===== src/logic/fc_pkg.sv =====
package fc_pkg;

  ////////////////////////////////////////
  // widths
  ////////////////////////////////////////
  localparam int DATA_W  = 32;  // stream and buffer word
  localparam int BYTE_W  = 8;   // feature / weight element
  localparam int LANES   = 4;   // neurons, also bytes per word
  localparam int ACC_W   = 24;  // holds 256 products of 8x8
  localparam int MAC_LAT = 5;   // issue to accumulator update

  ////////////////////////////////////////
  // stream word, seen whole or as bytes
  ////////////////////////////////////////
  // elements are two's complement, el[0] is the lowest byte
  typedef union packed {
    logic [DATA_W-1:0]            raw;
    logic [LANES-1:0][BYTE_W-1:0] el;
  } fc_word_u;

  // how the step counter advances
  typedef enum logic [1:0] {
    load_feat,  // one word per step
    load_wgt,   // word wraps into next bank
    compute,    // byte wraps into next word
    send        // one bank per step
  } fc_mode_e;

endpackage

===== src/logic/fc_buf.sv =====
`timescale 1ns/1ps

module fc_buf #(
  parameter int DEPTH = 64
) (
  input  logic                     clk,
  input  logic                     we,
  input  logic [$clog2(DEPTH)-1:0] addr,
  input  fc_pkg::fc_word_u         wdata,
  output fc_pkg::fc_word_u         rdata
);

  fc_pkg::fc_word_u mem [DEPTH];

  // single port, read returns old data on a write
  always_ff @(posedge clk) begin
    if (we) begin
      mem[addr] <= wdata;
    end
    rdata <= mem[addr];  // one cycle after addr
  end

endmodule


===== config.mk =====
export PLATFORM = sky130hd
export DESIGN_NAME = fc_buf
export DESIGN_NICKNAME = d
export VERILOG_FILES = /design/src/logic/fc_pkg.sv /design/src/logic/fc_buf.sv
export SDC_FILE = /design/constraint.sdc
export NUM_CORES = 2
export LEC_CHECK = 0
export BUFFER_PORTS_ARGS = -buffer_cell sky130_fd_sc_hd__buf_2
export CAP_MARGIN = 0
export CORE_ASPECT_RATIO = 1.4
export CORE_UTILIZATION = 57
export DETAILED_ROUTE_END_ITERATION = 12
export PLACE_DENSITY = 0.76
export SYNTH_ARGS = -nofsm -noshare
export SYNTH_HDL_FRONTEND = slang
export SYNTH_SLANG_ARGS = --single-unit

===== constraint.sdc =====
create_clock -name clk -period 4.2 [get_ports clk]
set_input_delay 1.26 -clock clk [delete_from_list [all_inputs] [get_ports clk]]
set_output_delay 1.26 -clock clk [all_outputs]
set_load 0.005 [all_outputs]

**Word-level counts from Yosys, hierarchy flattened**

Memory sizes are Yosys's and may differ from the RTL's. A register that Yosys moved wholly into a read port is not among the register bits.
Index checks and enable logic that the tools add are counted.

- Reduce and logical (&&, ||, !) cells: 0
- Mux-type cells: 2
- $mul: 0
- Eq/ne operators: 0
- Div/mod/pow operators: 0
- $lt $le $gt $ge: 0
- Bitwise logic cells: 0
- Add/sub/neg operators: 0
- Shift operators: 0

Operator list:

| operator | number |
|---|---|
| $mux 1 | 2 |

- Memories: 1
- Bits of input ports: 40
- Output and inout port bits: 32
- Memory bits (writable): 2048
- Latch bits: 0
- Bits in registers: 0
- ROM bits: 0
- Word-level logic and storage cells: 3

Memory list:

| name | words | width | read ports | clocked after memory_dff | write ports | RTL line | RTL |
|---|---|---|---|---|---|---|---|
| mem | 64 | 32 | 1 | 1 | 1 | fc_buf.sv:13 | `fc_pkg::fc_word_u mem [DEPTH];` |

**Logic depth before layout (Yosys ltp)**

- Depth in word-level cells: 2
- Depth in mapped cells: 13
- Mapped depth without buffers: 6

**Worst setup path after synthesis**

OpenSTA, ideal clock, no wires.

- Kind: input to register
- Start: input port addr[2]
- End: memory mem[15][0] (netlist name) (enable)
- Data arrival time: 4.078 ns
- Buffers on the path: 6
- Data required time: 3.779 ns
- Setup slack: -0.299 ns
- Stages: 8
- Cells stage by stage: buf_2 > buf_2 > buf_2 > buf_2 > buf_2 > buf_2 > nand3_1 > nor2_1

RTL lines:

| item | RTL line | RTL |
|---|---|---|
| start: declaration | fc_buf.sv:8 | `input logic [$clog2(DEPTH)-1:0] addr,` |
| end: declaration | fc_buf.sv:13 |  |

Straight into the memory's write port.

==> results.cfg <==
[timing]
max_slew.worst_pin.slew_ps = 1280
maxSlewHeadroom_pct = 14.7
skew_ps = 27.1
fin_crit_ps = 3710
drv_slew = 0
finalSetupViolCount = 0
setup_ws_ps = 485
rsz0062_at_grt = no
hold_viol_final = 0
period_share_pct = 88.5
fmax_ghz = 0.269

[worst_setup_path]
startpoint_type = input pin
cp.required_ps = 4900
arrival_ps = 4420
reg2reg_depth = 5
crit_type = input pin to register
cp_max_fo = 38
end_kind = register

[placement]
placed_area_sq_mm = 0.0849
post-place-ws_ps = -175
port_buffers = 71
gp_congestion = 0.930
place_hpwl_mm = 131

[synthesis]
synthCells = 4239
ys_ff_latch = 2080
synth_area_sq_mm = 0.0789
yosysTopAreaCell = edfxtp_1
synth_cell_types = 56
avgSynthCellArea_sq_um = 18.6
ys_top_cells_by_area = edfxtp_1 (78%), mux2i_1 (3.3%), mux4_2 (2.7%)
synth_top_area_share_pct = 77.9
yosys_warnings = 0
synthFlopType = edfxtp_1
synth-edff-count = 2048
synth_nets = 4279
async_reset_ff_share_pct = 0
seq_area_frac_synth_pct = 78.7

[grt]
antenna_found_initial = 15
grt_pass1_vias = 44700
grt_use_total_pct = 30.9
grt_max_degree = 73
grt-ovfl-total = 0
grt_pass1_wl_mm = 306

[finish]
design_area_sq_mm = 0.0908
utilization_pct = 66.1
drive_above_1_share_pct = 22.3
layout_commonest_cell = edfxtp_1
area_delta_synth_final_pct = 15.0
final_cell_mix = edfxtp_1 (2048), buf_4 (306), mux2i_1 (259), a22oi_1 (188), clkbuf_16 (180)
fin_nets = 4628

[floorplanning]
num_rows = 161
dieArea_sq_mm = 0.140
io_pins = 72
dieWidth_um = 316
coreArea_sq_mm = 0.137
die_height_um = 442
floorplan.initialDensity_pct = 57.5

[routing]
vias = 44800
wirelength_mm = 216
drt_iter0_drc = 6462
drc = 0
drt_first_pass_iters = 6
ant_nets = 0
routedWlPerCell_um = 32.9
vias_per_cell = 6.82

[cts]
clock_sinks = 2080
cts_setup_buffers = 0
clk_pin_slew_worst_paths_ps = 70
postCtsHoldBufs = 0
h-tree-depth = 4
insertion_delay_ps = 830
clock_path_buffers = 3
numCtsBuffers = 177
tritoncts = yes
cts_resized = 0
cts_root_buf = clkbuf_16

[outcome]
status = finished, final reports clean

[hold_path]
hold_path.class = register to register
hold_depth = 3

[pwr]
powerDensity_mw_per_mm2 = 460
power_w = 0.0418
ir_drop_mv = 0.453
leakage_nw = 29.7

[run]
maxCapViolCount = 0
[Yosys cell counts, types with 14 or more instances]
master     count
a2111oi_0     15
a211oi_1      17
a21oi_1      121
a221o_1       15
a221oi_1     175
a222oi_1      16
a22o_1        66
a22oi_1      188
a31oi_1       43
and3_1        85
buf_1         33
buf_2         83
clkbuf_1     168
dfxtp_1       32
edfxtp_1    2048
mux2_2       147
mux2i_1      259
mux4_2        96
nand2_1       28
nand2b_1      18
nand3_1       54
nor2_1       145
nor3_1        22
nor4_1        14
o21ai_0       84
o22a_1        70
o22ai_1       93
o2bb2ai_1     15
or4_1         15
or4b_1        14
[registers in the layout, indices dropped and copies added (netlist names)]
signal and flops:
rdata 32, mem 2048
[cell type report]
class                      instances  area (sq um)
antenna                           35          87.6
clock buffer                     224          4730
clock inverter                   102          1020
fill                            8713         46600
inverter                           2          15.0
multi-input combinational       1859         16000
sequential                      2080         62100
tap                             1793          2240
timing repair buffer             468          4500
[critical path, stage by stage]
cell       delay [ps]
buf_8             360
buf_12            320
nor2b_2           110
buf_12            190
a22o_1            190
a221oi_1          230
a211oi_1          130
buf_4             180
a2111oi_0        1040
buf_4             240
nand3_1            90
[power breakdown]
group	switching, W	internal, W	leakage [nW]
Sequential	0.0000807	0.0230	18.7
Clock	0.00727	0.00906	2.83
Combinational	0.00160	0.000812	8.16
[path summary, 6_finish.rpt]
kind                from        end  slack, ps
max              addr[2]  rdata[18]        490
max reg2reg  mem[23][17]  rdata[17]       1260
min reg2reg    mem[5][1]   rdata[1]        660
min            mem[5][1]   rdata[1]        660
[through the flow]
step / cells / setup TNS (ps) / hold slack, ps
6_report: 6563 / 0 / 660
5_1_grt: 6555 / 0 / 707
4_1_cts: 6528 / 0 / 665
3_5_place_dp: 6202 / -745 / 645
3_3_place_gp: 6202 / -503 / 641
2_1_floorplan: 4239 / -601050 / 564
[cell families after synthesis]
| group | Yosys count | share of synthesized area (%) |
|---|---|---|
| buf+inv | 300 | 1.68 |
| compound gates | 933 | 8.66 |
| simple gates | 424 | 2.81 |
| mux | 502 | 8.12 |
| flops | 2080 | 78.7 |
[per-layer routing]
layer	GRT usage, %	routed length (um)	vias to the layer above	share of wire, %
li1	-	-	18400	-
met1	37.5	71400	22700	33
met2	50.5	107000	2981	50
met3	5.13	21100	677	9.8
met4	21.3	16500	8	7.6
met5	0	46	-	0.021
(Power assumes the default switching activity.)
