--- src/logic/fc_pkg.sv ---
package fc_pkg;

  ////////////////////////////////////////
  // widths
  ////////////////////////////////////////
  localparam int DATA_W  = 32;  // stream and buffer word
  localparam int BYTE_W  = 8;   // feature / weight element
  localparam int LANES   = 4;   // neurons, also bytes per word
  localparam int ACC_W   = 24;  // holds 256 products of 8x8
  localparam int MAC_LAT = 5;   // issue to accumulator update

  ////////////////////////////////////////
  // stream word, seen whole or as bytes
  ////////////////////////////////////////
  // elements are two's complement, el[0] is the lowest byte
  typedef union packed {
    logic [DATA_W-1:0]            raw;
    logic [LANES-1:0][BYTE_W-1:0] el;
  } fc_word_u;

  // how the step counter advances
  typedef enum logic [1:0] {
    load_feat,  // one word per step
    load_wgt,   // word wraps into next bank
    compute,    // byte wraps into next word
    send        // one bank per step
  } fc_mode_e;

endpackage
--- src/logic/fc_mac.sv ---
`timescale 1ns/1ps

module fc_mac (
  input  logic                     clk,
  input  logic                     rstn,
  input  logic                     valid,
  input  logic                     first,
  input  logic [1:0]               byte_sel,
  input  fc_pkg::fc_word_u         feat,
  input  fc_pkg::fc_word_u         wgt,
  output logic [fc_pkg::ACC_W-1:0] acc
);

  localparam int BYTE_W = fc_pkg::BYTE_W;
  localparam int ACC_W  = fc_pkg::ACC_W;
  localparam int PROD_W = 2 * BYTE_W;
  localparam int NPAIR  = BYTE_W / 2;
  localparam int PAIR_W = BYTE_W + 2;

  // align stage
  logic       a_valid;
  logic       a_first;
  logic [1:0] a_sel;

  logic [BYTE_W-1:0]             f_byte;
  logic [BYTE_W-1:0]             w_byte;
  logic [BYTE_W-1:0]             f_mag;
  logic [BYTE_W-1:0]             w_mag;
  logic [BYTE_W-1:0][BYTE_W-1:0] pp;

  // stage 1
  logic                          s1_valid;
  logic                          s1_first;
  logic                          s1_sign;
  logic [BYTE_W-1:0][BYTE_W-1:0] s1_pp;
  logic [NPAIR-1:0][PAIR_W-1:0]  pair;

  // stage 2
  logic                         s2_valid;
  logic                         s2_first;
  logic                         s2_sign;
  logic [NPAIR-1:0][PAIR_W-1:0] s2_pair;
  logic [PROD_W-1:0]            prod_u;

  // stage 3
  logic              s3_valid;
  logic              s3_first;
  logic              s3_sign;
  logic [PROD_W-1:0] s3_prod;
  logic [PROD_W-1:0] prod_s;
  logic [ACC_W-1:0]  prod_ext;

  ////////////////////////////////////////
  // byte select and partial products
  ////////////////////////////////////////
  always_comb begin
    f_byte = feat.el[a_sel];  // buffer data lines up with a_sel
    w_byte = wgt.el[a_sel];
    f_mag  = f_byte[BYTE_W-1] ? (~f_byte + 1'b1) : f_byte;
    w_mag  = w_byte[BYTE_W-1] ? (~w_byte + 1'b1) : w_byte;
    for (int i = 0; i < BYTE_W; i++) begin
      pp[i] = w_mag[i] ? f_mag : '0;
    end
  end

  // neighbouring rows, the odd one shifted by one
  always_comb begin
    for (int j = 0; j < NPAIR; j++) begin
      pair[j] = PAIR_W'(s1_pp[2*j]) + (PAIR_W'(s1_pp[2*j+1]) << 1);
    end
  end

  always_comb begin
    prod_u = '0;
    for (int j = 0; j < NPAIR; j++) begin
      prod_u = prod_u + (PROD_W'(s2_pair[j]) << (2 * j));
    end
  end

  // sign back on, then widen for the accumulator
  assign prod_s   = s3_sign ? (~s3_prod + 1'b1) : s3_prod;
  assign prod_ext = {{(ACC_W - PROD_W){prod_s[PROD_W-1]}}, prod_s};

  ////////////////////////////////////////
  // pipeline registers
  ////////////////////////////////////////
  always_ff @(posedge clk) begin
    if (!rstn) begin
      a_valid  <= 1'b0;
      s1_valid <= 1'b0;
      s2_valid <= 1'b0;
      s3_valid <= 1'b0;
    end else begin
      a_valid  <= valid;
      s1_valid <= a_valid;
      s2_valid <= s1_valid;
      s3_valid <= s2_valid;
    end
  end

  always_ff @(posedge clk) begin
    a_first  <= first;
    a_sel    <= byte_sel;
    s1_pp    <= pp;
    s1_sign  <= f_byte[BYTE_W-1] ^ w_byte[BYTE_W-1];
    s1_first <= a_first;
    s2_pair  <= pair;
    s2_sign  <= s1_sign;
    s2_first <= s1_first;
    s3_prod  <= prod_u;  // unsigned, at most 128*128
    s3_sign  <= s2_sign;
    s3_first <= s2_first;
  end

  // wraps at ACC_W
  always_ff @(posedge clk) begin
    if (s3_valid) begin
      acc <= s3_first ? prod_ext : acc + prod_ext;
    end
  end

endmodule

--- config.mk ---
export PLATFORM = sky130hd
export DESIGN_NAME = fc_mac
export DESIGN_NICKNAME = d
export VERILOG_FILES = /design/src/logic/fc_pkg.sv /design/src/logic/fc_mac.sv
export SDC_FILE = /design/constraint.sdc
export NUM_CORES = 1
export LEC_CHECK = 0
export BUFFER_PORTS_ARGS = -buffer_cell sky130_fd_sc_hd__buf_4
export CAP_MARGIN = 20
export CORE_MARGIN = 5
export CORE_UTILIZATION = 58
export DETAILED_ROUTE_END_ITERATION = 8
export GPL_ROUTABILITY_DRIVEN = 1
export PLACE_DENSITY = 0.79
export REMOVE_ABC_BUFFERS = 1
export SYNTH_ARGS = -nofsm -noshare
export SYNTH_HDL_FRONTEND = slang
export SYNTH_SLANG_ARGS = --single-unit
--- constraint.sdc ---
create_clock -name clk -period 4.8 [get_ports clk]
set_input_delay 0.48 -clock clk [delete_from_list [all_inputs] [get_ports clk]]
set_output_delay 0.48 -clock clk [all_outputs]
set_load 0.03 [all_outputs]
## Word-level counts from Yosys, hierarchy flattened

Index checks and enable logic that the tools add are counted.

| operators by class | value |
|---|---|
| add/sub/neg operators | 11 |
| order comparisons | 1 |
| mux-type cells | 8 |
| bitwise logic cells | 4 |

Operators with widths:

| operator | count |
|---|---|
| $add A8 B9 Y10 | 4 |
| $bmux W8 S2 | 2 |
| $mux W8 | 4 |
| $add A24 B24 Y24 | 1 |
| $mux W24 | 1 |
| $add A15 B16 Y16 | 1 |
| $add A16 B1 Y16 const B | 1 |
| $add A8 B1 Y8 const B | 2 |
| $mux W16 | 1 |
| $not A16 Y16 | 1 |
| $not A8 Y8 | 2 |
| $add A13 B14 Y15 | 1 |
| $add A10 B12 Y13 | 1 |
| $lt A2 B3 Y1 const B | 1 |
| $xor A1 B1 Y1 | 1 |

| storage, ports and cells | value |
|---|---|
| flip-flop bits (word level) | 157 |
| input bits | 70 |
| output and inout port bits | 24 |
| logic and storage cells | 50 |

## Longest topological paths before layout

| depth | value |
|---|---|
| depth in word-level cells | 5 |
| depth in mapped cells | 15 |
| depth with buffers taken out | 15 |

## Least setup slack after synthesis

OpenSTA, ideal clock, no wires.

| path | value |
|---|---|
| path kind | reg2reg |
| start point | register s3_prod[5] |
| end point | register acc[21] in the netlist's numbering (data pin) |
| setup time | 195 ps |
| arrival time | 3224 ps |
| setup slack | 1381 ps |
| stages on the path, launching flop included | 14 |
| buffers on the path | 1 |
| period minus slack after synthesis | 3419 ps |
| cell sequence | dfxtp_1 -> nor4_1 -> nand3_1 -> o31ai_1 -> xnor2_1 -> ha_1 -> clkbuf_1 -> a21oi_1 -> o21ai_0 -> a221o_1 -> a21oi_1 -> nor3b_1 -> mux2i_1 -> o311ai_0 |

| on the way | value |
|---|---|
| cells in the longest elaborated chain, start to end | 5 |

Ends and longest elaborated chain:

| item | line | source |
|---|---|---|
| from (decl) | fc_mac.sv:49 | `logic [PROD_W-1:0] s3_prod;` |
| from (signal assigned) | fc_mac.sv:110 | `s3_prod <= prod_u;` |
| $not A16 Y16 | fc_mac.sv:81 | `assign prod_s = s3_sign ? (~s3_prod + 1'b1) : s3_prod;` |
| $add A16 B1 Y16 | fc_mac.sv:81 |  |
| $mux W16 * | fc_mac.sv:81 |  |
| $add A24 B24 Y24 | fc_mac.sv:118 | `acc <= s3_first ? prod_ext : acc + prod_ext;` |
| $mux W24 * | fc_mac.sv:118 |  |
| to (signal assigned) | fc_mac.sv:118 |  |
| to (decl) | fc_mac.sv:11 | `output logic [fc_pkg::ACC_W-1:0] acc` |

Mark *: on every way between the ends. The rest lies on a longest branch, timed or not.
A chain may end at the register's enable or synchronous reset.

## Worst setup path in the final report

Ends and elaborated chain as after synthesis.

==> run_results.csv <==
group,metric,value,unit
timing,finalClockSkew,0.01286,ns
worst_setup_path,crit_family,"compound AO/OA/AOI/OAI gates",
timing,worstMarginPinSlew,0.9325,ns
routing,dr.pass1.iters,5,
worst_setup_path,slowest_stage,"nor4_1",
run,drv_cap,0,
timing,max_slew_margin,37.38,%
logic_synthesis,syn_area_per_cell,10.21,µm²
power,swShare,36.19,%
routing,vias,6024,
cells_and_area,drive_above_1_share,17.72,%
clock_tree,cts_tree,"done",
timing,fmax,261.3,MHz
clock_tree,cts_resized,0,
logic_synthesis,synthArstFlopShare,0,%
clock_tree,clk_pin_slew,0.07,ns
logic_synthesis,yosysSeqAreaShare,41.23,%
timing,rsz0062_at_grt,"false",
logic_synthesis,netlist_instances,804,
die,core,0.01388,mm²
power,seq_power_share,30.7,%
timing,period_share,79.73,%
worst_setup_path,crit_path_end_kind,"flop",
timing,drv_slew,0,
die,rows,43,
timing,post-route-min-period,3.827,ns
power,p_sw,2.121,mW
placed_design,dp_hpwl,12.10,mm
worst_setup_path,worstPathCellList,"nor4_1 > nand3_1 > o31ai_1 > xnor2_1 > buf_4 > ha_1 > a21oi_1 > o21ai_0 > a221o_1 > a21oi_1 > nor3b_1 > mux2i_1 > o311ai_0",
clock_tree,clkLatencyLatePin,0.42,ns
logic_synthesis,yosysUniqueCellTypes,67,
die,die-area,0.01663,mm²
clock_tree,cts_buffer_depth,2,
power,leakage,4.403,nW
global_route,grt_max_degree,44,
placed_design,io_buffer_count,93,
worst_setup_path,worst-path-buf-inv,1,
die,initial_utilization,59.12,%
routing,drc,0,
logic_synthesis,syn_area,0.008207,mm²
clock_tree,h-tree-depth,4,
logic_synthesis,synth_edf_count,24,
worst_setup_path,rr_endpoint,"acc[21]$_DFFE_PP_",
worst_setup_path,cp.depth,13,
die,dieWidth,129.0,µm
clock_tree,cts_made_buffers,17,
worst_setup_path,crit_top_cell,"a21oi_1",
power,pwr-share-comb,45.2,%
routing,wl_per_cell,14.79,µm
routing,drt-total-wl,16.27,mm
timing,finalSetupTns,0,ns
worst_setup_path,reg2reg_slack,0.97,ns
worst_setup_path,startpoint_type,"flop",
worst_setup_path,endpoint,"acc[21]$_DFFE_PP_",
clock_tree,clock_sink_count,157,
worst_setup_path,reg2reg_from,"s3_prod[5]$_DFF_P_",
clock_tree,hold_buffers,0,
power,worst_ir_drop_vdd,0.4545,mV
global_route,globalRouteOverflowTotal,0,
logic_synthesis,synth_most_common_cell,"dfxtp_1",
worst_setup_path,crit_start,"s3_prod[5]$_DFF_P_",
timing,hold_viol,0,
cells_and_area,postLayoutCellArea,0.009744,mm²
routing,postRouteAntennaNets,0,
cells_and_area,syn_to_final_growth,18.74,%
logic_synthesis,synthTopCellsByArea,"dfxtp_1 32%, ha_1 13%, edfxtp_1 8.8%",
global_route,grt_usage,20.62,%
global_route,grt_pass1_vias,6153,
logic_synthesis,synthFlopType,"dfxtp_1",
clock_tree,cts_root_buf,"clkbuf_16",
logic_synthesis,synth_commonest_cells,"133 x dfxtp_1, 89 x nor2_1, 84 x ha_1",
cells_and_area,nNetsFinal,1080,
logic_synthesis,synth_top_area_share,32.44,%
worst_setup_path,cp_slowest_stage_delay,0.44,ns
routing,drt-initial-drc-count,316,
cells_and_area,diodes,0,
power,p_clk_share,24.1,%
worst_setup_path,required,5.02,ns
logic_synthesis,yosysTopAreaCell,"dfxtp_1",
worst_setup_path,r2r_cells,13,
outcome,outcome,"finished, final reports clean",
worst_setup_path,worst-setup-path-type,"flop to flop",
die,num_io_pins,94,
placed_design,place_congestion,0.8554,
routing,via_per_inst,5.476,
logic_synthesis,ys_warn_count,0,
placed_design,dpl-instance-area,0.009081,mm²
worst_setup_path,crit_path_max_fanout,9,
power,p_per_area,601.3,mW/mm²
logic_synthesis,ys_ff_latch,157,
clock_tree,cts_setup_buffers,0,
power,power.internal,3.738,mW
die,die_h,129.0,µm
global_route,grt_pass1_wl,27.73,mm
hold_path,min_path_type,"input pin to flop",
global_route,antenna_found_initial,0,
worst_setup_path,worstPathArrival,4.04,ns
cells_and_area,fillCellCount,1024,
timing,setup_viol,0,
-- sequential cells by signal, indices dropped and copies added, names as in the netlist, 2 cells and up --
name and flops:
s3_prod 16, a_sel 2, acc 24, s2_pair 40, s1_pp 64
-- worst min-delay path by stage --
stage	from	to	slack, ns	depth (start not counted)
CTS	byte_sel[1]	a_sel[1]$_DFF_P_	0.15	1
finish	byte_sel[1]	a_sel[1]$_DFF_P_	0.17	1
floorplan	a_first$_DFF_P_	s1_first$_DFF_P_	0.31	0
global placement	s1_pp[48]$_SDFF_PN0_	s2_pair[30]$_DFF_P_	0.31	0
detailed placement	s1_pp[48]$_SDFF_PN0_	s2_pair[30]$_DFF_P_	0.31	0
global route	byte_sel[1]	a_sel[1]$_DFF_P_	0.15	1
-- per-layer routing --
metal	up-vias	part of all wire (%)	global-route usage, %	wire length (µm)
li1	3013	-	-	-
met1	2806	42	24.14	6823
met3	30	5.1	3.819	829
met4	0	1.8	7.165	293
met2	175	51	37.68	8323
met5	-	0	0	0
-- metrics by stage --
stage	hold WS, ns	setup WS [ns]	total power [mW]	util, %	instances
after CTS	0.1514	0.8738	5.874	69.95	1098
after detailed placement	0.3121	0.9139	4.414	65.42	1067
final	0.1668	0.9728	5.859	70.20	1100
after global placement	0.3099	0.9678	4.342	65.42	1067
after global routing	0.1522	0.6578	6.352	70.20	1100
after floorplan	0.3096	1.455	3.881	-	790
-- placed cells by master (no fill, tap or decap), types with 5 or more instances in the layout --
cell       instances
buf_4             98
nor2_2             7
o21ai_1            5
xor2_1            21
dfxtp_1          133
ha_1              84
fa_1              18
nand2b_1           8
a21oi_1           44
o21a_1             9
nor3_1            10
nand2_1           53
mux4_1             5
mux4_2             7
o21ai_0           49
and2_1             5
inv_1             56
clkbuf_16         19
xnor2_1           48
mux2_2             6
mux2i_1            6
nor2b_1           12
nand3_1            9
a21o_1            13
edfxtp_1          24
o31ai_1            6
nor2_1            89
-- logic make-up (layout without fill, tap and decap cells) --
logic type	count (synthesis)	in the layout	synth area share, %
buffers and inverters	70	186	3.522
AND/OR/NAND/NOR	213	213	11.98
AO/OA/AOI/OAI	165	165	12.70
adder cells (fa/ha/maj)	102	102	17.20
XOR/XNOR	73	73	8.294
multiplexers	24	24	5.077
flip-flops	157	157	41.23
-- worst reg2reg max path, delay by kind of cell, from the launching register on --
kind,cells,cell delay [ns]
multiplexers,1,0.09
AND/OR/NAND/NOR,3,0.85
XOR/XNOR,1,0.31
buffers and inverters,1,0.28
flip-flops,1,0.33
adder cells (fa/ha/maj),1,0.32
AO/OA/AOI/OAI,6,1.46
-- power groups by stage --
stage / logic [mW] / clock network (mW) / registers [mW]
2_1_floorplan: 2.07 / 0 / 1.81
3_3_place_gp: 2.53 / 0 / 1.81
3_5_place_dp: 2.59 / 0 / 1.83
4_1_cts: 2.64 / 1.43 / 1.80
5_1_grt: 3.03 / 1.49 / 1.83
6_report: 2.65 / 1.41 / 1.80
-- final cells by class --
class	instances	area, µm²	share of cell area (%)
Timing Repair Buffer	99	763.2	7.833
Inverter	56	210.2	2.157
Sequential cell	157	3383	34.72
Clock inverter	12	152.6	1.567
Tap cell	180	225.2	2.311
Multi-Input combinational cell	577	4534	46.53
Clock buffer	19	475.5	4.879
No activity file was read; power rests on OpenSTA's default activity.
