==> src/logic/fc_pkg.sv <==
package fc_pkg;

  ////////////////////////////////////////
  // widths
  ////////////////////////////////////////
  localparam int DATA_W  = 32;  // stream and buffer word
  localparam int BYTE_W  = 8;   // feature / weight element
  localparam int LANES   = 4;   // neurons, also bytes per word
  localparam int ACC_W   = 24;  // holds 256 products of 8x8
  localparam int MAC_LAT = 5;   // issue to accumulator update

  ////////////////////////////////////////
  // stream word, seen whole or as bytes
  ////////////////////////////////////////
  // elements are two's complement, el[0] is the lowest byte
  typedef union packed {
    logic [DATA_W-1:0]            raw;
    logic [LANES-1:0][BYTE_W-1:0] el;
  } fc_word_u;

  // how the step counter advances
  typedef enum logic [1:0] {
    load_feat,  // one word per step
    load_wgt,   // word wraps into next bank
    compute,    // byte wraps into next word
    send        // one bank per step
  } fc_mode_e;

endpackage
==> src/logic/fc_seq_if.sv <==
`timescale 1ns/1ps

interface fc_seq_if #(
  parameter int FEAT_WORDS_MAX = 64
);

  localparam int AW = $clog2(FEAT_WORDS_MAX);
  localparam int SW = $clog2(fc_pkg::LANES);

  // driven by the FSM
  fc_pkg::fc_mode_e mode;
  logic             clear;
  logic             step;

  // driven by the counters
  logic [SW-1:0] byte_idx;
  logic [AW-1:0] word_idx;
  logic [SW-1:0] bank_idx;
  logic          word_last;
  logic          byte_last;
  logic          bank_last;

  modport ctrl (
    output mode, clear, step,
    input  byte_idx, word_idx, bank_idx, word_last, byte_last, bank_last
  );

  modport cnt (
    input  mode, clear, step,
    output byte_idx, word_idx, bank_idx, word_last, byte_last, bank_last
  );

endinterface

==> src/logic/fc_step_cnt.sv <==
`timescale 1ns/1ps

module fc_step_cnt #(
  parameter int FEAT_WORDS_MAX = 64
) (
  input  logic                                  clk,
  input  logic                                  rstn,
  fc_seq_if.cnt                                 seq,
  input  logic                                  cmd_load_feat,
  input  logic [$clog2(FEAT_WORDS_MAX+1)-1:0]   feat_words
);

  localparam int AW = $clog2(FEAT_WORDS_MAX);
  localparam int LW = $clog2(FEAT_WORDS_MAX + 1);
  localparam int SW = $clog2(fc_pkg::LANES);

  logic [LW-1:0] len;  // words per vector
  logic          word_end;
  logic          byte_end;
  logic          bank_end;

  always_ff @(posedge clk) begin
    if (!rstn) len <= LW'(1);
    else if (cmd_load_feat) len <= feat_words;
  end

  assign word_end = (LW'(seq.word_idx) == len - LW'(1));
  assign byte_end = (seq.byte_idx == SW'(fc_pkg::LANES - 1));
  assign bank_end = (seq.bank_idx == SW'(fc_pkg::LANES - 1));

  ////////////////////////////////////////
  // wrap flags widened per mode
  ////////////////////////////////////////
  always_comb begin
    seq.byte_last = byte_end;
    seq.word_last = word_end;
    seq.bank_last = bank_end;
    case (seq.mode)
      fc_pkg::compute:  seq.word_last = word_end & byte_end;  // last sample
      fc_pkg::load_wgt: seq.bank_last = bank_end & word_end;  // last weight beat
      default: ;
    endcase
  end

  always_ff @(posedge clk) begin
    if (!rstn || seq.clear) begin
      seq.byte_idx <= '0;
      seq.word_idx <= '0;
      seq.bank_idx <= '0;
    end else if (seq.step) begin
      case (seq.mode)
        fc_pkg::load_feat: seq.word_idx <= seq.word_idx + 1'b1;
        fc_pkg::load_wgt: begin
          if (word_end) begin
            seq.word_idx <= '0;
            seq.bank_idx <= seq.bank_idx + 1'b1;
          end else begin
            seq.word_idx <= seq.word_idx + 1'b1;
          end
        end
        fc_pkg::compute: begin
          if (byte_end) begin
            seq.byte_idx <= '0;
            seq.word_idx <= seq.word_idx + 1'b1;
          end else begin
            seq.byte_idx <= seq.byte_idx + 1'b1;
          end
        end
        default: seq.bank_idx <= seq.bank_idx + 1'b1;  // send
      endcase
    end
  end

endmodule

==> src/flat_wrapper.sv <==
// flat-port wrapper written by rule: the top's interface ports become plain ports
module fc_step_cnt_flat 
#(
  parameter int FEAT_WORDS_MAX = 64
)
  (clk, rstn, cmd_load_feat, feat_words, seq_mode, seq_clear, seq_step, seq_byte_idx, seq_word_idx, seq_bank_idx, seq_word_last, seq_byte_last, seq_bank_last);
  fc_seq_if #(.FEAT_WORDS_MAX(FEAT_WORDS_MAX)) seq_i ();
  input  logic clk;
  input  logic rstn;
  input  logic cmd_load_feat;
  input  logic [$clog2(FEAT_WORDS_MAX+1)-1:0] feat_words;
  input wire logic [$bits(seq_i.mode)-1:0] seq_mode;
  input wire logic [$bits(seq_i.clear)-1:0] seq_clear;
  input wire logic [$bits(seq_i.step)-1:0] seq_step;
  output wire logic [$bits(seq_i.byte_idx)-1:0] seq_byte_idx;
  output wire logic [$bits(seq_i.word_idx)-1:0] seq_word_idx;
  output wire logic [$bits(seq_i.bank_idx)-1:0] seq_bank_idx;
  output wire logic [$bits(seq_i.word_last)-1:0] seq_word_last;
  output wire logic [$bits(seq_i.byte_last)-1:0] seq_byte_last;
  output wire logic [$bits(seq_i.bank_last)-1:0] seq_bank_last;
  assign seq_i.mode = seq_mode;
  assign seq_i.clear = seq_clear;
  assign seq_i.step = seq_step;
  assign seq_byte_idx = seq_i.byte_idx;
  assign seq_word_idx = seq_i.word_idx;
  assign seq_bank_idx = seq_i.bank_idx;
  assign seq_word_last = seq_i.word_last;
  assign seq_byte_last = seq_i.byte_last;
  assign seq_bank_last = seq_i.bank_last;
  fc_step_cnt #(.FEAT_WORDS_MAX(FEAT_WORDS_MAX)) u_core (.clk(clk), .rstn(rstn), .seq(seq_i), .cmd_load_feat(cmd_load_feat), .feat_words(feat_words));
endmodule
==> config.mk <==
export PLATFORM = sky130hd
export DESIGN_NAME = fc_step_cnt_flat
export DESIGN_NICKNAME = d
export VERILOG_FILES = /design/src/logic/fc_pkg.sv /design/src/logic/fc_seq_if.sv /design/src/logic/fc_step_cnt.sv /design/src/flat_wrapper.sv
export SDC_FILE = /design/constraint.sdc
export NUM_CORES = 1
export LEC_CHECK = 0
export BUFFER_PORTS_ARGS = -buffer_cell sky130_fd_sc_hd__clkbuf_2
export CORE_ASPECT_RATIO = 0.8
export CORE_MARGIN = 4
export CORE_UTILIZATION = 46
export CTS_CLUSTER_DIAMETER = 120
export DETAILED_ROUTE_END_ITERATION = 10
export HOLD_SLACK_MARGIN = 0.08
export PLACE_DENSITY_LB_ADDON = 0.12
export SLEW_MARGIN = 20
export SYNTH_ARGS = -nofsm -noshare
export SYNTH_HDL_FRONTEND = slang
export SYNTH_SLANG_ARGS = --single-unit
==> constraint.sdc <==
create_clock -name clk -period 1.85 [get_ports clk]
set_clock_uncertainty 0.05 [all_clocks]
set_input_delay 0.185 -clock clk [delete_from_list [all_inputs] [get_ports clk]]
set_output_delay 0.185 -clock clk [all_outputs]
set_load 0.05 [all_outputs]
-- Word level (Yosys, flattened, before mapping)
Cells that the tools add are included.
- register bits after elaboration: 17
- input bits: 14
- word-level logic and storage cells: 34
- $add $sub $neg: 4
- eq/ne operators: 7
- muxes and demuxes: 8
- bitwise logic cells: 3
- reduce and logical (&&, ||, !) cells: 8
- operator list (kind ; count):
    6-bit one-hot mux with 3 select lines ; 1
    6-bit 2-to-1 mux ; 2
    6-bit by 7-bit == test with 1-bit output ; 1
    7-bit by 1-bit subtractor with 7-bit output (second input constant) ; 1
    6-bit by 1-bit adder with 6-bit output (second input constant) ; 1
    2-bit == test (second input constant) ; 3
    3-bit AND reduction ; 2
    2-bit by 1-bit adder with 2-bit output (second input constant) ; 2
    2-bit 2-to-1 mux ; 2
    2-bit by 1-bit != test with 1-bit output (second input constant) ; 2
    2-bit one-hot mux with 2 select lines ; 1
    3-bit nonzero test ; 1
    1-bit bitwise AND ; 2
    2-bit by 1-bit == test with 1-bit output (second input constant) ; 1
    2-bit logical NOT ; 1
    1-bit 2-to-1 mux ; 2
    2-bit AND reduction ; 1
    2-bit OR reduction ; 1
    1-bit logical NOT ; 1
    1-bit logical OR ; 1
    1-bit NOT ; 1

-- Logic depth before layout (Yosys ltp)
- word-level depth: 4
- gate-level depth with buffers: 8
- mapped depth without buffers: 8

-- Worst setup path before layout
No wires, ideal clock.
- kind: register -> output
- from: reg u_core.seq.word_idx[3]
- to: out seq_bank_last
- arrival: 2.697 ns
- slack: -1.082 ns
- stages on the path, launching flop included: 6
- cell sequence: dfxtp_1 xnor2_1 xnor2_1 a2111oi_4 nand3_1 a21boi_0
- longest elaborated chain between the ends: 3
- RTL lines (element ; RTL line ; source):
    start, declared ; fc_seq_if.sv:30 ; output byte_idx, word_idx, bank_idx, word_last, byte_last, bank_last
    start signal, assigned ; fc_step_cnt.sv:52 ; fc_pkg::load_feat: seq.word_idx <= seq.word_idx + 1'b1;
    start signal, assigned ; fc_step_cnt.sv:58 ; seq.word_idx <= seq.word_idx + 1'b1;
    start signal, assigned ; fc_step_cnt.sv:64 ; seq.word_idx <= seq.word_idx + 1'b1;
    6-bit by 7-bit == test with 1-bit output ; fc_step_cnt.sv:27 ; assign word_end = (LW'(seq.word_idx) == len - LW'(1));
    1-bit bitwise AND ; fc_step_cnt.sv:40 ; fc_pkg::load_wgt: seq.bank_last = bank_end & word_end;
    1-bit 2-to-1 mux ; fc_step_cnt.sv:38 ; case (seq.mode)
    end, declared ; flat_wrapper.sv:20 ; output wire logic [$bits(seq_i.bank_last)-1:0] seq_bank_last;
Every way passes these cells.

-- Worst setup path in the final report
- from: reg u_core.len[1]
- to: out seq_word_last
- longest elaborated chain between the ends: 4
- RTL lines (element ; RTL line ; source):
    start, declared ; fc_step_cnt.sv:17 ; logic [LW-1:0] len;
    start signal, assigned ; fc_step_cnt.sv:24 ; else if (cmd_load_feat) len <= feat_words;
    7-bit by 1-bit subtractor with 7-bit output * ; fc_step_cnt.sv:27 ;
    6-bit by 7-bit == test with 1-bit output * ; fc_step_cnt.sv:27 ;
    1-bit bitwise AND ; fc_step_cnt.sv:39 ; fc_pkg::compute: seq.word_last = word_end & byte_end;
    1-bit 2-to-1 mux * ; fc_step_cnt.sv:38 ;
    end, declared ; flat_wrapper.sv:18 ; output wire logic [$bits(seq_i.word_last)-1:0] seq_word_last;
Every way passes the cells marked *; elsewhere a longest branch is shown, timed or not.

==> results_dict.tcl <==
set metrics [dict create \
    antenna_found_initial 0 \
    numCtsBuffers 3 \
    grt_usage_pct 18.4 \
    initial_core_util_pct 50.5 \
    grt_overflow 0 \
    cts_tree "built" \
    async_reset_ff_share_pct 0 \
    clkTransAtPathRegs_ns 0.11 \
    post_dp_cell_area_um2 1300 \
    drtAntennaViolNets 0 \
    yosysTopAreaCell "dfxtp_1" \
    yosysWarnings 0 \
    drive_gt1_share_pct 44.9 \
    place_congestion 0.840 \
    yosysTopAreaCellShare_pct 34.3 \
    ir_drop_v 0.000485 \
    core_area_um2 1960 \
    grt_start_max_net_pins 12 \
    avgSynthCellArea_um2 8.77 \
    ys.flop_type "dfxtp_1" \
    synth_cell_types 32 \
    synth-edff-count 0 \
    timing.fmax_mhz 451 \
    vias_per_cell 5.44 \
    drv_slew 0 \
    cp-start-kind "register" \
    synth_seq_cells 17 \
    post-route-min-period_ns 2.22 \
    rsz0062_at_grt "yes" \
    hold_slack_ns 0.0843 \
    synth_fp_nets 131 \
    firstDrtPassIters 4 \
    relSlewSlack_pct 73.3 \
    clkLatencyLatePin_ns 0.31 \
    numPortBuffers 26 \
    numClockSinks 17 \
    htreeDepth 1 \
    p_per_area_nw_per_um2 566 \
    violations "negative setup slack" \
    fin_crit_sh_pct 120 \
    area_delta_synth_final_pct 44.4 \
    synthCells 113 \
    hpwl_um 1880 \
    hold_class "in2reg" \
    grt_pass1_wl_um 4210 \
    cap_violations 0 \
    num_rows 14 \
    die_h_um 49.5 \
    p_total_mw 0.810 \
    end_kind "output port" \
    drt_iter0_drc 31 \
    yosysSeqAreaShare_pct 34.3 \
    worstPathMaxFanout 4 \
    syn-cell-area_um2 991 \
    crit_type "reg2out" \
    tightestPinTransition_ns 0.399 \
    status "finished, violations left" \
    fin_nets 175 \
    setup_slack_ns -0.368 \
    synth_top_cells_by_area "dfxtp_1 (34%), mux2i_1 (7.1%), ha_1 (5.1%)" \
    drc 0 \
    io_pins 27 \
    critPathRequiredTime_ns 1.62 \
    diodes 0 \
    dieArea_um2 2970 \
    wl_per_cell_um 13.7 \
    setup_viol 10 \
    die_w_um 59.9 \
    vias 979 \
    postLayoutCellArea_um2 1430 \
    clockRootBuffer "clkbuf_4" \
    hold_viol 0 \
    worstPathArrival_ns 1.98 \
    wirelength_um 2470 \
    p_leak_nw 0.618 \
    clockBufferDepth 2 \
    grt_pass1_vias 924 \
]
==> critical path: stages, from the launching register on <==
cell,delay [ns]
dfxtp_2,0.36
buf_6,0.12
nor3_4,0.18
xnor2_2,0.10
a2111oi_4,0.41
nand3_4,0.15
a31oi_4,0.19
buf_8,0.16
==> Yosys cell counts (all sizes together) (2+ instances only) <==
cell / n
nand3: 8
xnor2: 5
o21ai: 4
nor3: 5
dfxtp: 17
xor2: 5
nor2: 8
a21oi: 5
clkbuf: 2
o211ai: 3
ha: 4
nand2: 11
mux2i: 7
inv: 4
nand4: 2
nor2b: 8
a31oi: 3
==> cell families after synthesis <==
| kind of cell | after synthesis | synth area share [%] |
|---|---|---|
| xor+xnor | 10 | 8.84 |
| simple gates | 49 | 26.8 |
| buf+inv | 6 | 2.27 |
| fa+ha+maj | 4 | 5.05 |
| compound gates | 19 | 14.5 |
| mux | 8 | 8.21 |
| flops | 17 | 34.3 |
==> path summary, 6_finish.rpt <==
check / depth (start not counted) / startpoint / slack, ns / to
max: 7 / u_core.len[1] / -0.37 / seq_word_last
min: 3 / feat_words[3] / 0.08 / u_core.len[3]
max reg2reg: 8 / u_core.len[1] / -0.20 / u_core.seq.bank_idx[0]
min reg2reg: 2 / u_core.seq.bank_idx[0] / 0.50 / u_core.seq.bank_idx[0]
==> routing by layer <==
layer	GRT usage (%)	vias up	wire length, um
li1	-	486	-
met1	24.5	457	1180
met2	29.1	32	1120
met3	4.70	4	161
met4	4.43	0	17
met5	0	-	0
==> cell type report <==
cell class                      count  area (um2)
Clock buffer                        4        26.3
Inverter                            4        15.0
Multi-Input combinational cell     90         724
Fill cell                         166         531
Timing Repair Buffer               41         273
Tap cell                           24        30.0
Sequential cell                    17         363
==> cell usage in the layout (no fill, tap or decap), types with 2 or more instances in the layout <==
cell type / Yosys / final
dfxtp_4: 0 / 4
xnor2_1: 5 / 2
buf_4: 0 / 12
nor2_1: 8 / 7
nor3_1: 3 / 3
buf_8: 0 / 2
ha_4: 0 / 2
mux2i_1: 7 / 7
nand2_1: 11 / 11
nand4_1: 2 / 2
dfxtp_2: 0 / 6
clkbuf_4: 0 / 3
ha_1: 4 / 2
clkbuf_2: 0 / 24
nand3_1: 8 / 7
xor2_1: 5 / 5
dfxtp_1: 17 / 7
o21ai_0: 4 / 3
a21oi_1: 5 / 5
xnor2_2: 0 / 3
nor2b_1: 8 / 8
o211ai_1: 3 / 3
buf_6: 0 / 2
inv_1: 4 / 4
==> repair_timing <==
action,4_1_cts,5_1_grt
endpoints found under the setup margin,10,10
buffers inserted,1,0
hold buffers,1,0
pin swaps,2,3
resized for setup,17,3
endpoints found under the hold margin,1,0
==> power breakdown <==
part | leakage, nW | internal [mW] | switching, mW
combinational | 0.459 | 0.104 | 0.110
sequential | 0.144 | 0.374 | 0.0145
clock | 0.0150 | 0.0841 | 0.123
==> per-stage QoR <==
stage,setup TNS (ns),std cells,setup WS [ns],utilization [%]
CTS,-1.68,180,-0.375,72.8
global route,-2.95,180,-0.470,73.0
detailed placement,-1.60,174,-0.209,66.3
global placement,-0.936,174,-0.176,66.3
floorplan,-0.293,113,-0.129,-
finish,-1.81,180,-0.368,73.0
==> sequential cells by signal, summed over array words and instances, names as in the netlist <==
name,count
u_core.len,7
u_core.seq.bank_idx,2
u_core.seq.word_idx,6
u_core.seq.byte_idx,2
Power figures use the tool's default switching activity.
