## src/logic/fc_pkg.sv

```systemverilog
package fc_pkg;

  ////////////////////////////////////////
  // widths
  ////////////////////////////////////////
  localparam int DATA_W  = 32;  // stream and buffer word
  localparam int BYTE_W  = 8;   // feature / weight element
  localparam int LANES   = 4;   // neurons, also bytes per word
  localparam int ACC_W   = 24;  // holds 256 products of 8x8
  localparam int MAC_LAT = 5;   // issue to accumulator update

  ////////////////////////////////////////
  // stream word, seen whole or as bytes
  ////////////////////////////////////////
  // elements are two's complement, el[0] is the lowest byte
  typedef union packed {
    logic [DATA_W-1:0]            raw;
    logic [LANES-1:0][BYTE_W-1:0] el;
  } fc_word_u;

  // how the step counter advances
  typedef enum logic [1:0] {
    load_feat,  // one word per step
    load_wgt,   // word wraps into next bank
    compute,    // byte wraps into next word
    send        // one bank per step
  } fc_mode_e;

endpackage
```

## src/logic/fc_seq_if.sv

```systemverilog
`timescale 1ns/1ps

interface fc_seq_if #(
  parameter int FEAT_WORDS_MAX = 64
);

  localparam int AW = $clog2(FEAT_WORDS_MAX);
  localparam int SW = $clog2(fc_pkg::LANES);

  // driven by the FSM
  fc_pkg::fc_mode_e mode;
  logic             clear;
  logic             step;

  // driven by the counters
  logic [SW-1:0] byte_idx;
  logic [AW-1:0] word_idx;
  logic [SW-1:0] bank_idx;
  logic          word_last;
  logic          byte_last;
  logic          bank_last;

  modport ctrl (
    output mode, clear, step,
    input  byte_idx, word_idx, bank_idx, word_last, byte_last, bank_last
  );

  modport cnt (
    input  mode, clear, step,
    output byte_idx, word_idx, bank_idx, word_last, byte_last, bank_last
  );

endinterface

```

## src/logic/fc_ctrl.sv

```systemverilog
`timescale 1ns/1ps

module fc_ctrl (
  input  logic                                         clk,
  input  logic                                         rstn,
  fc_seq_if.ctrl                                       seq,
  input  logic                                         cmd_load_feat,
  input  logic                                         cmd_load_wgt,
  input  logic                                         s_valid,
  output logic                                         s_ready,
  output logic                                         feat_we,
  output logic [fc_pkg::LANES-1:0]                     wgt_we,
  output logic                                         mac_valid,
  output logic                                         mac_first,
  input  logic [fc_pkg::LANES-1:0][fc_pkg::ACC_W-1:0] acc,
  output logic                                         m_valid,
  input  logic                                         m_ready,
  output logic [fc_pkg::DATA_W-1:0]                    m_data,
  output logic                                         m_last,
  output logic                                         done
);

  localparam int DATA_W  = fc_pkg::DATA_W;
  localparam int ACC_W   = fc_pkg::ACC_W;
  localparam int DRAIN_W = $clog2(fc_pkg::MAC_LAT + 1);

  localparam logic [2:0] st_idle      = 3'd0;
  localparam logic [2:0] st_load_feat = 3'd1;
  localparam logic [2:0] st_load_wgt  = 3'd2;
  localparam logic [2:0] st_compute   = 3'd3;
  localparam logic [2:0] st_drain     = 3'd4;
  localparam logic [2:0] st_send      = 3'd5;

  logic [2:0]         state;
  logic [DRAIN_W-1:0] drain_cnt;
  logic               accept;
  logic               xfer;

  assign accept = s_ready & s_valid;
  assign xfer   = m_valid & m_ready;

  ////////////////////////////////////////
  // decode from state
  ////////////////////////////////////////
  always_comb begin
    s_ready   = (state == st_load_feat) || (state == st_load_wgt);
    feat_we   = (state == st_load_feat) && s_valid;
    mac_valid = (state == st_compute);
    mac_first = mac_valid && (seq.byte_idx == '0) && (seq.word_idx == '0);
    seq.clear = (state == st_idle) || (state == st_drain);  // counters parked at zero
    for (int k = 0; k < fc_pkg::LANES; k++) begin
      wgt_we[k] = (state == st_load_wgt) && s_valid && (seq.bank_idx == k);
    end
  end

  always_comb begin
    seq.mode = fc_pkg::load_feat;
    seq.step = 1'b0;
    case (state)
      st_load_feat: begin
        seq.step = accept;
      end
      st_load_wgt: begin
        seq.mode = fc_pkg::load_wgt;
        seq.step = accept;
      end
      st_compute: begin
        seq.mode = fc_pkg::compute;
        seq.step = 1'b1;  // one sample per cycle
      end
      st_drain: begin
        seq.mode = fc_pkg::compute;
      end
      st_send: begin
        seq.mode = fc_pkg::send;
        seq.step = xfer;
      end
      default: begin
        seq.step = 1'b0;
      end
    endcase
  end

  ////////////////////////////////////////
  // FSM and output handshake
  ////////////////////////////////////////
  always_ff @(posedge clk) begin
    if (!rstn) begin
      state     <= st_idle;
      drain_cnt <= '0;
      m_valid   <= 1'b0;
      m_last    <= 1'b0;
      done      <= 1'b0;
    end else begin
      done <= 1'b0;
      case (state)
        st_idle: begin
          if (cmd_load_feat) state <= st_load_feat;
          else if (cmd_load_wgt) state <= st_load_wgt;
        end
        st_load_feat: begin
          if (accept && seq.word_last) state <= st_idle;
        end
        st_load_wgt: begin
          if (accept && seq.bank_last) state <= st_compute;  // last beat of bank 3
        end
        st_compute: begin
          if (seq.word_last) begin
            state     <= st_drain;
            drain_cnt <= DRAIN_W'(fc_pkg::MAC_LAT - 1);
          end
        end
        st_drain: begin
          // let the lane pipelines empty
          if (drain_cnt == '0) state <= st_send;
          else drain_cnt <= drain_cnt - 1'b1;
        end
        st_send: begin
          if (xfer) begin
            m_valid <= 1'b0;
            m_last  <= 1'b0;
            if (m_last) begin
              state <= st_idle;
              done  <= 1'b1;
            end
          end else if (!m_valid) begin
            m_valid <= 1'b1;
            m_last  <= seq.bank_last;
          end
        end
        default: state <= st_idle;
      endcase
    end
  end

  // result word, sign extended from the accumulator
  always_ff @(posedge clk) begin
    if (state == st_send && !m_valid) begin
      m_data <= {{(DATA_W - ACC_W){acc[seq.bank_idx][ACC_W-1]}}, acc[seq.bank_idx]};
    end
  end

endmodule

```

## src/flat_wrapper.sv

```systemverilog
// flat-port wrapper written by rule: the top's interface ports become plain ports
module fc_ctrl_flat 
  (clk, rstn, cmd_load_feat, cmd_load_wgt, s_valid, s_ready, feat_we, wgt_we, mac_valid, mac_first, acc, m_valid, m_ready, m_data, m_last, done, seq_mode, seq_clear, seq_step, seq_byte_idx, seq_word_idx, seq_bank_idx, seq_word_last, seq_byte_last, seq_bank_last);
  fc_seq_if seq_i ();
  input  logic clk;
  input  logic rstn;
  input  logic cmd_load_feat;
  input  logic cmd_load_wgt;
  input  logic s_valid;
  output logic s_ready;
  output logic feat_we;
  output logic [fc_pkg::LANES-1:0] wgt_we;
  output logic mac_valid;
  output logic mac_first;
  input  logic [fc_pkg::LANES-1:0][fc_pkg::ACC_W-1:0] acc;
  output logic m_valid;
  input  logic m_ready;
  output logic [fc_pkg::DATA_W-1:0] m_data;
  output logic m_last;
  output logic done;
  output wire logic [$bits(seq_i.mode)-1:0] seq_mode;
  output wire logic [$bits(seq_i.clear)-1:0] seq_clear;
  output wire logic [$bits(seq_i.step)-1:0] seq_step;
  input wire logic [$bits(seq_i.byte_idx)-1:0] seq_byte_idx;
  input wire logic [$bits(seq_i.word_idx)-1:0] seq_word_idx;
  input wire logic [$bits(seq_i.bank_idx)-1:0] seq_bank_idx;
  input wire logic [$bits(seq_i.word_last)-1:0] seq_word_last;
  input wire logic [$bits(seq_i.byte_last)-1:0] seq_byte_last;
  input wire logic [$bits(seq_i.bank_last)-1:0] seq_bank_last;
  assign seq_mode = seq_i.mode;
  assign seq_clear = seq_i.clear;
  assign seq_step = seq_i.step;
  assign seq_i.byte_idx = seq_byte_idx;
  assign seq_i.word_idx = seq_word_idx;
  assign seq_i.bank_idx = seq_bank_idx;
  assign seq_i.word_last = seq_word_last;
  assign seq_i.byte_last = seq_byte_last;
  assign seq_i.bank_last = seq_bank_last;
  fc_ctrl u_core (.clk(clk), .rstn(rstn), .seq(seq_i), .cmd_load_feat(cmd_load_feat), .cmd_load_wgt(cmd_load_wgt), .s_valid(s_valid), .s_ready(s_ready), .feat_we(feat_we), .wgt_we(wgt_we), .mac_valid(mac_valid), .mac_first(mac_first), .acc(acc), .m_valid(m_valid), .m_ready(m_ready), .m_data(m_data), .m_last(m_last), .done(done));
endmodule
```

## config.mk

```make
export PLATFORM = sky130hd
export DESIGN_NAME = fc_ctrl_flat
export DESIGN_NICKNAME = d
export VERILOG_FILES = /design/src/logic/fc_pkg.sv /design/src/logic/fc_seq_if.sv /design/src/logic/fc_ctrl.sv /design/src/flat_wrapper.sv
export SDC_FILE = /design/constraint.sdc
export NUM_CORES = 1
export LEC_CHECK = 0
export ABC_AREA = 1
export BUFFER_PORTS_ARGS = -buffer_cell sky130_fd_sc_hd__buf_2
export CORE_ASPECT_RATIO = 0.7
export CORE_MARGIN = 2
export CORE_UTILIZATION = 28
export CTS_CLUSTER_SIZE = 28
export DETAILED_ROUTE_END_ITERATION = 8
export MAX_ROUTING_LAYER = met4
export PLACE_DENSITY_LB_ADDON = 0.15
export SYNTH_ARGS = -nofsm -noshare
export SYNTH_HDL_FRONTEND = slang
export SYNTH_SLANG_ARGS = --single-unit
```

## constraint.sdc

```tcl
create_clock -name clk -period 2.35 [get_ports clk]
set_input_delay 0.47 -clock clk [delete_from_list [all_inputs] [get_ports clk]]
set_output_delay 0.47 -clock clk [all_outputs]
set_load 0.05 [all_outputs]
```

### After elaboration in Yosys (flattened, before gate mapping)

Index checks and enable logic that the tools add are counted.

* $add $sub $neg: 1
* order comparisons: 1
* eq/ne operators: 17
* mux-type cells: 19
* bitwise logic cells: 2
* reduce and logical (&&, ||, !) cells: 26

Operators with widths (count)
* binary-select mux 24 bit (select 2 bit): 1
* 2-to-1 mux 3 bit: 9
* 2-to-1 mux 24 bit: 1
* one-hot mux 3 bit (6 select lines): 1
* logical AND 1 bit: 11
* inequality test 2 bit, second input constant: 5
* AND reduction 7 bit: 1
* equality test 3 x 2 -> 1 bit, second input constant: 2
* equality test 3 bit, second input constant: 2
* logical NOT 3 bit: 2
* logical NOT 6 bit: 1
* inequality test 2 x 1 -> 1 bit, second input constant: 3
* one-hot mux 2 bit (3 select lines): 1
* one-hot mux 3 bit (2 select lines): 1
* AND reduction 3 bit: 2
* equality test 2 bit, second input constant: 2
* logical NOT 2 bit: 2
* 2-to-1 mux 1 bit: 4
* OR reduction 2 bit: 2
* equality test 3 x 1 -> 1 bit, second input constant: 1
* < comparator 2 x 3 -> 1 bit, second input constant: 1
* inequality test 3 bit, second input constant: 1
* one-hot mux 1 bit (3 select lines): 1
* subtractor 3 x 1 -> 3 bit, second input constant: 1
* 6 further kinds: 8

* bits in registers: 33
* input port bits: 115
* output and inout port bits: 47
* word-level logic and storage cells: 72

### Longest topological paths before layout

* depth after elaboration: 6
* mapped depth: 9
* depth with buffers taken out: 9

### Least setup slack after synthesis

No wires, ideal clock.

* path type: input-to-output
* start: input seq_bank_idx[0]
* end: output wgt_we[1] in the netlist's numbering
* arrival time: 1.949 ns
* data required time: 1.880 ns
* slack: -0.069 ns
* cell stages on the path: 4
* buffers on the path: 2
* cells stage by stage: buf_4 -> inv_2 -> buf_2 -> nor3_1

* cells in the longest elaborated chain, start to end: 2

RTL lines
* start, declared: line flat_wrapper.sv:26 `input wire logic [$bits(seq_i.bank_idx)-1:0] seq_bank_idx;`
* equality test 2 x 1 -> 1 bit: line fc_ctrl.sv:52 `wgt_we[k] = (state == st_load_wgt) && s_valid && (seq.bank_idx == k);`
* logical AND 1 bit: line fc_ctrl.sv:52
* end, declared: line flat_wrapper.sv:12 `output logic [fc_pkg::LANES-1:0] wgt_we;`

No other way between the ends.

### Final worst setup path

* start: register u_core.state[0]
* end: output seq_step

* cells in the longest elaborated chain, start to end: 4
* elaborated cells on any way between the ends: 8

RTL lines
* start, declared: line fc_ctrl.sv:34 `logic [2:0] state;`
* start signal, assigned: line fc_ctrl.sv:89 `state <= st_idle;`
* start signal, assigned: line fc_ctrl.sv:98 `if (cmd_load_feat) state <= st_load_feat;`
* start signal, assigned: line fc_ctrl.sv:99 `else if (cmd_load_wgt) state <= st_load_wgt;`
* equality test 3 x 1 -> 1 bit or equality test 3 x 2 -> 1 bit (tied branches): line fc_ctrl.sv:46, fc_ctrl.sv:59
* logical OR 1 bit: line fc_ctrl.sv:46 `s_ready = (state == st_load_feat) || (state == st_load_wgt);`
* AND 1 bit: line fc_ctrl.sv:39 `assign accept = s_ready & s_valid;`
* one-hot mux 1 bit (3 select lines) (*): line fc_ctrl.sv:59 `case (state)`
* end, declared: line flat_wrapper.sv:23 `output wire logic [$bits(seq_i.step)-1:0] seq_step;`

Every way passes the cells marked *; elsewhere a longest branch is shown, timed or not.

==> impl_metrics.ini <==
[cells_and_area]
multi_input_area_um2 = 1000
insertedDiodeCount = 0
layout_common_cells = 160 x buf_2, 82 x nand3_1, 31 x nand2_1
fill_cells = 797
post_route_cells_drive_above_1_share_pct = 45.7
ff_latch_area_um2 = 901
syn_to_final_growth_pct = 43.7
final_common_cell = buf_2
fin_nets = 530

[synthesis]
synth_flop_cell = edfxtp_1
synth.distinct_cells = 26
synth_seq_cells = 33
yosysTopAreaCell = edfxtp_1
seq_area_frac_synth_pct = 42.9
syn-cell-area_um2 = 2100
synth_edf_count = 24
yosys-top-cells-area = edfxtp_1 34%, nand3_1 20%, dfxtp_1 8.6%
yosysTopAreaCellShare_pct = 34.3
syn_inst = 265
async_flop_share_pct = 0
syn_area_per_cell_um2 = 7.93
yosysWarnings = 0
syn_nets = 382

[clock_network]
clk_pin_slew_ns = 0.06
postCtsSetupBuffers = 0
clkLatencyLatePin_ns = 0.28
cts-resized-gates = 0
clk_path_buf_depth = 2
clock-root-buffer = clkbuf_8
htreeDepth = 2
cts-hold-fix-buffers = 0
cts_sinks = 33
cts_tree = done
numCtsBuffers = 5

[global_route]
track_usage_pct = 16.8
antenna_found_initial = 0
grt-ovfl-total = 0
grt_max_degree = 41
grt_pass1_vias = 2323
grt_pass1_wl_um = 10800

[place]
dp_slack_ns = 0.340
dp_hpwl_um = 5310
portBuffers = 160
gp_congestion = 0.949

[die]
die_w_um = 108
num_rows = 26
start_util_pct = 28.8
io_pins = 162
die_h_um = 76.5
coreArea_um2 = 7290
dieArea_um2 = 8220

[drt]
drt_iter0_drc = 109
via_count = 2413
drc = 0
postRouteAntennaNets = 0
routed_wl_um = 6570
vias_per_cell = 4.71
first_pass_iters = 4
wire_per_inst_um = 12.8

[worst_hold_path]
whs_path_depth = 3
hold_path_class = input port to flip-flop
hold_path_end = u_core.m_last$_SDFFE_PN0P_
hold_start = seq_bank_last

[timing]
hold_viol = 0
worst_pin_slew_ns = 1.01
finalSetupViolCount = 0
rsz0062_at_grt = no
worst_hold_slack_ns = 0.460
finClkSkew_ns = 0.00581
maxSlewViolCount = 0
fin_setup_tns_ns = 0
period_share_pct = 92.6
period_needed_ns = 2.18
setup_slack_ns = 0.174
fmax_mhz = 460
relSlewSlack_pct = 32.3

[pwr]
p_leak_nw = 1.48
vdd_drop_max_mv = 0.280
power.density_nw_per_um2 = 755

[critical_path]
regToRegSetupSlack_ns = 0.78
crit_arrival_ns = 1.71
reg2regPathDepth = 5
startpoint_type = flip-flop
reg2reg_from = u_core.state[0]$_SDFFE_PN0P_
path_max_fanout = 6
crit_path_end_kind = output port
crit_type = flip-flop to output port
cp.required_ns = 1.88
r2r-end = u_core.m_data[15]$_DFFE_PP_

[run]
max_cap_viol_count = 0

[run_status]
outcome = finished clean
[synth_stat cells (3+ instances only)]
library cell   n
edfxtp_1      24
dfxtp_1        9
nor2_2         7
nor2_1        19
buf_2          6
a22oi_1       23
nand2_2        4
a21oi_1        4
nor3_1         3
nand2_1       31
buf_4         10
inv_1         16
clkbuf_1       8
inv_2          3
nand3_1       82
[report_power, final]
| group | internal, mW | switching [mW] |
|---|---|---|
| clock | 0.199 | 0.195 |
| sequential | 0.711 | 0.0472 |
| combinational | 0.325 | 0.800 |
| total | 1.24 | 1.04 |
[critical path: stages (launching register included)]
cell and delay, ns:
dfxtp_1 0.48, nand2_1 0.13, nor2_2 0.14, inv_2 0.10
nor2_1 0.19, a21oi_1 0.08, nand2_1 0.06, buf_2 0.25
[metrics by stage]
stage / total power, mW / utilization [%] / instances / cell area, um2
final: 2.28 / 41.4 / 512 / 3020
after floorplan: 1.61 / - / 265 / 2110
after detailed placement: 1.90 / 40.3 / 504 / 2940
after CTS: 2.30 / 41.4 / 512 / 3020
after global routing: 2.45 / 41.4 / 512 / 3020
after global placement: 1.90 / 40.3 / 504 / 2940
[sequential cells by signal, summed over array words and instances, names as in the netlist]
name and flops:
u_core.drain_cnt 3, u_core.done 1, u_core.m_data 24, u_core.m_last 1
u_core.m_valid 1, u_core.state 3
[layout make-up]
cell class	count	area share (%)
multi-input cells	188	33.1
flip-flops and latches	33	29.9
repair buffers	165	27.8
well taps	98	4.06
inverters	20	2.49
clock buffers	5	2.28
clock inverters	3	0.415
[layer usage]
metal	GRT usage, %	share of wire [%]	vias to the layer above
met5	-	0	-
met4	5.13	1.8	0
met3	4.70	10	10
met2	25.9	44	115
met1	21.4	44	1062
li1	-	-	1226
[kinds of logic (layout without fill, tap and decap cells)]
group,after synthesis,count (layout),share of synthesized area [%]
AO/OA/AOI/OAI,33,33,10.8
XOR/XNOR,1,1,0.417
adder cells (fa/ha/maj),2,2,1.19
buffers and inverters,44,193,10.0
flip-flops,33,33,42.9
AND/OR/NAND/NOR,152,152,34.7
[worst max path at each step]
stage                                        endpoint  cells after the start                         start  slack [ns]
after floorplan                             mac_first                      4  u_core.state[0]$_SDFFE_PN0P_        0.12
after global placement    u_core.m_data[20]$_DFFE_PP_                      5               seq_bank_idx[0]        0.36
after detailed placement  u_core.m_data[20]$_DFFE_PP_                      4               seq_bank_idx[1]        0.34
after CTS                                    seq_step                      7  u_core.state[0]$_SDFFE_PN0P_        0.18
after global routing                         seq_step                      7  u_core.state[0]$_SDFFE_PN0P_        0.06
final                                        seq_step                      7  u_core.state[0]$_SDFFE_PN0P_        0.17
No activity file was read; power rests on OpenSTA's default activity.
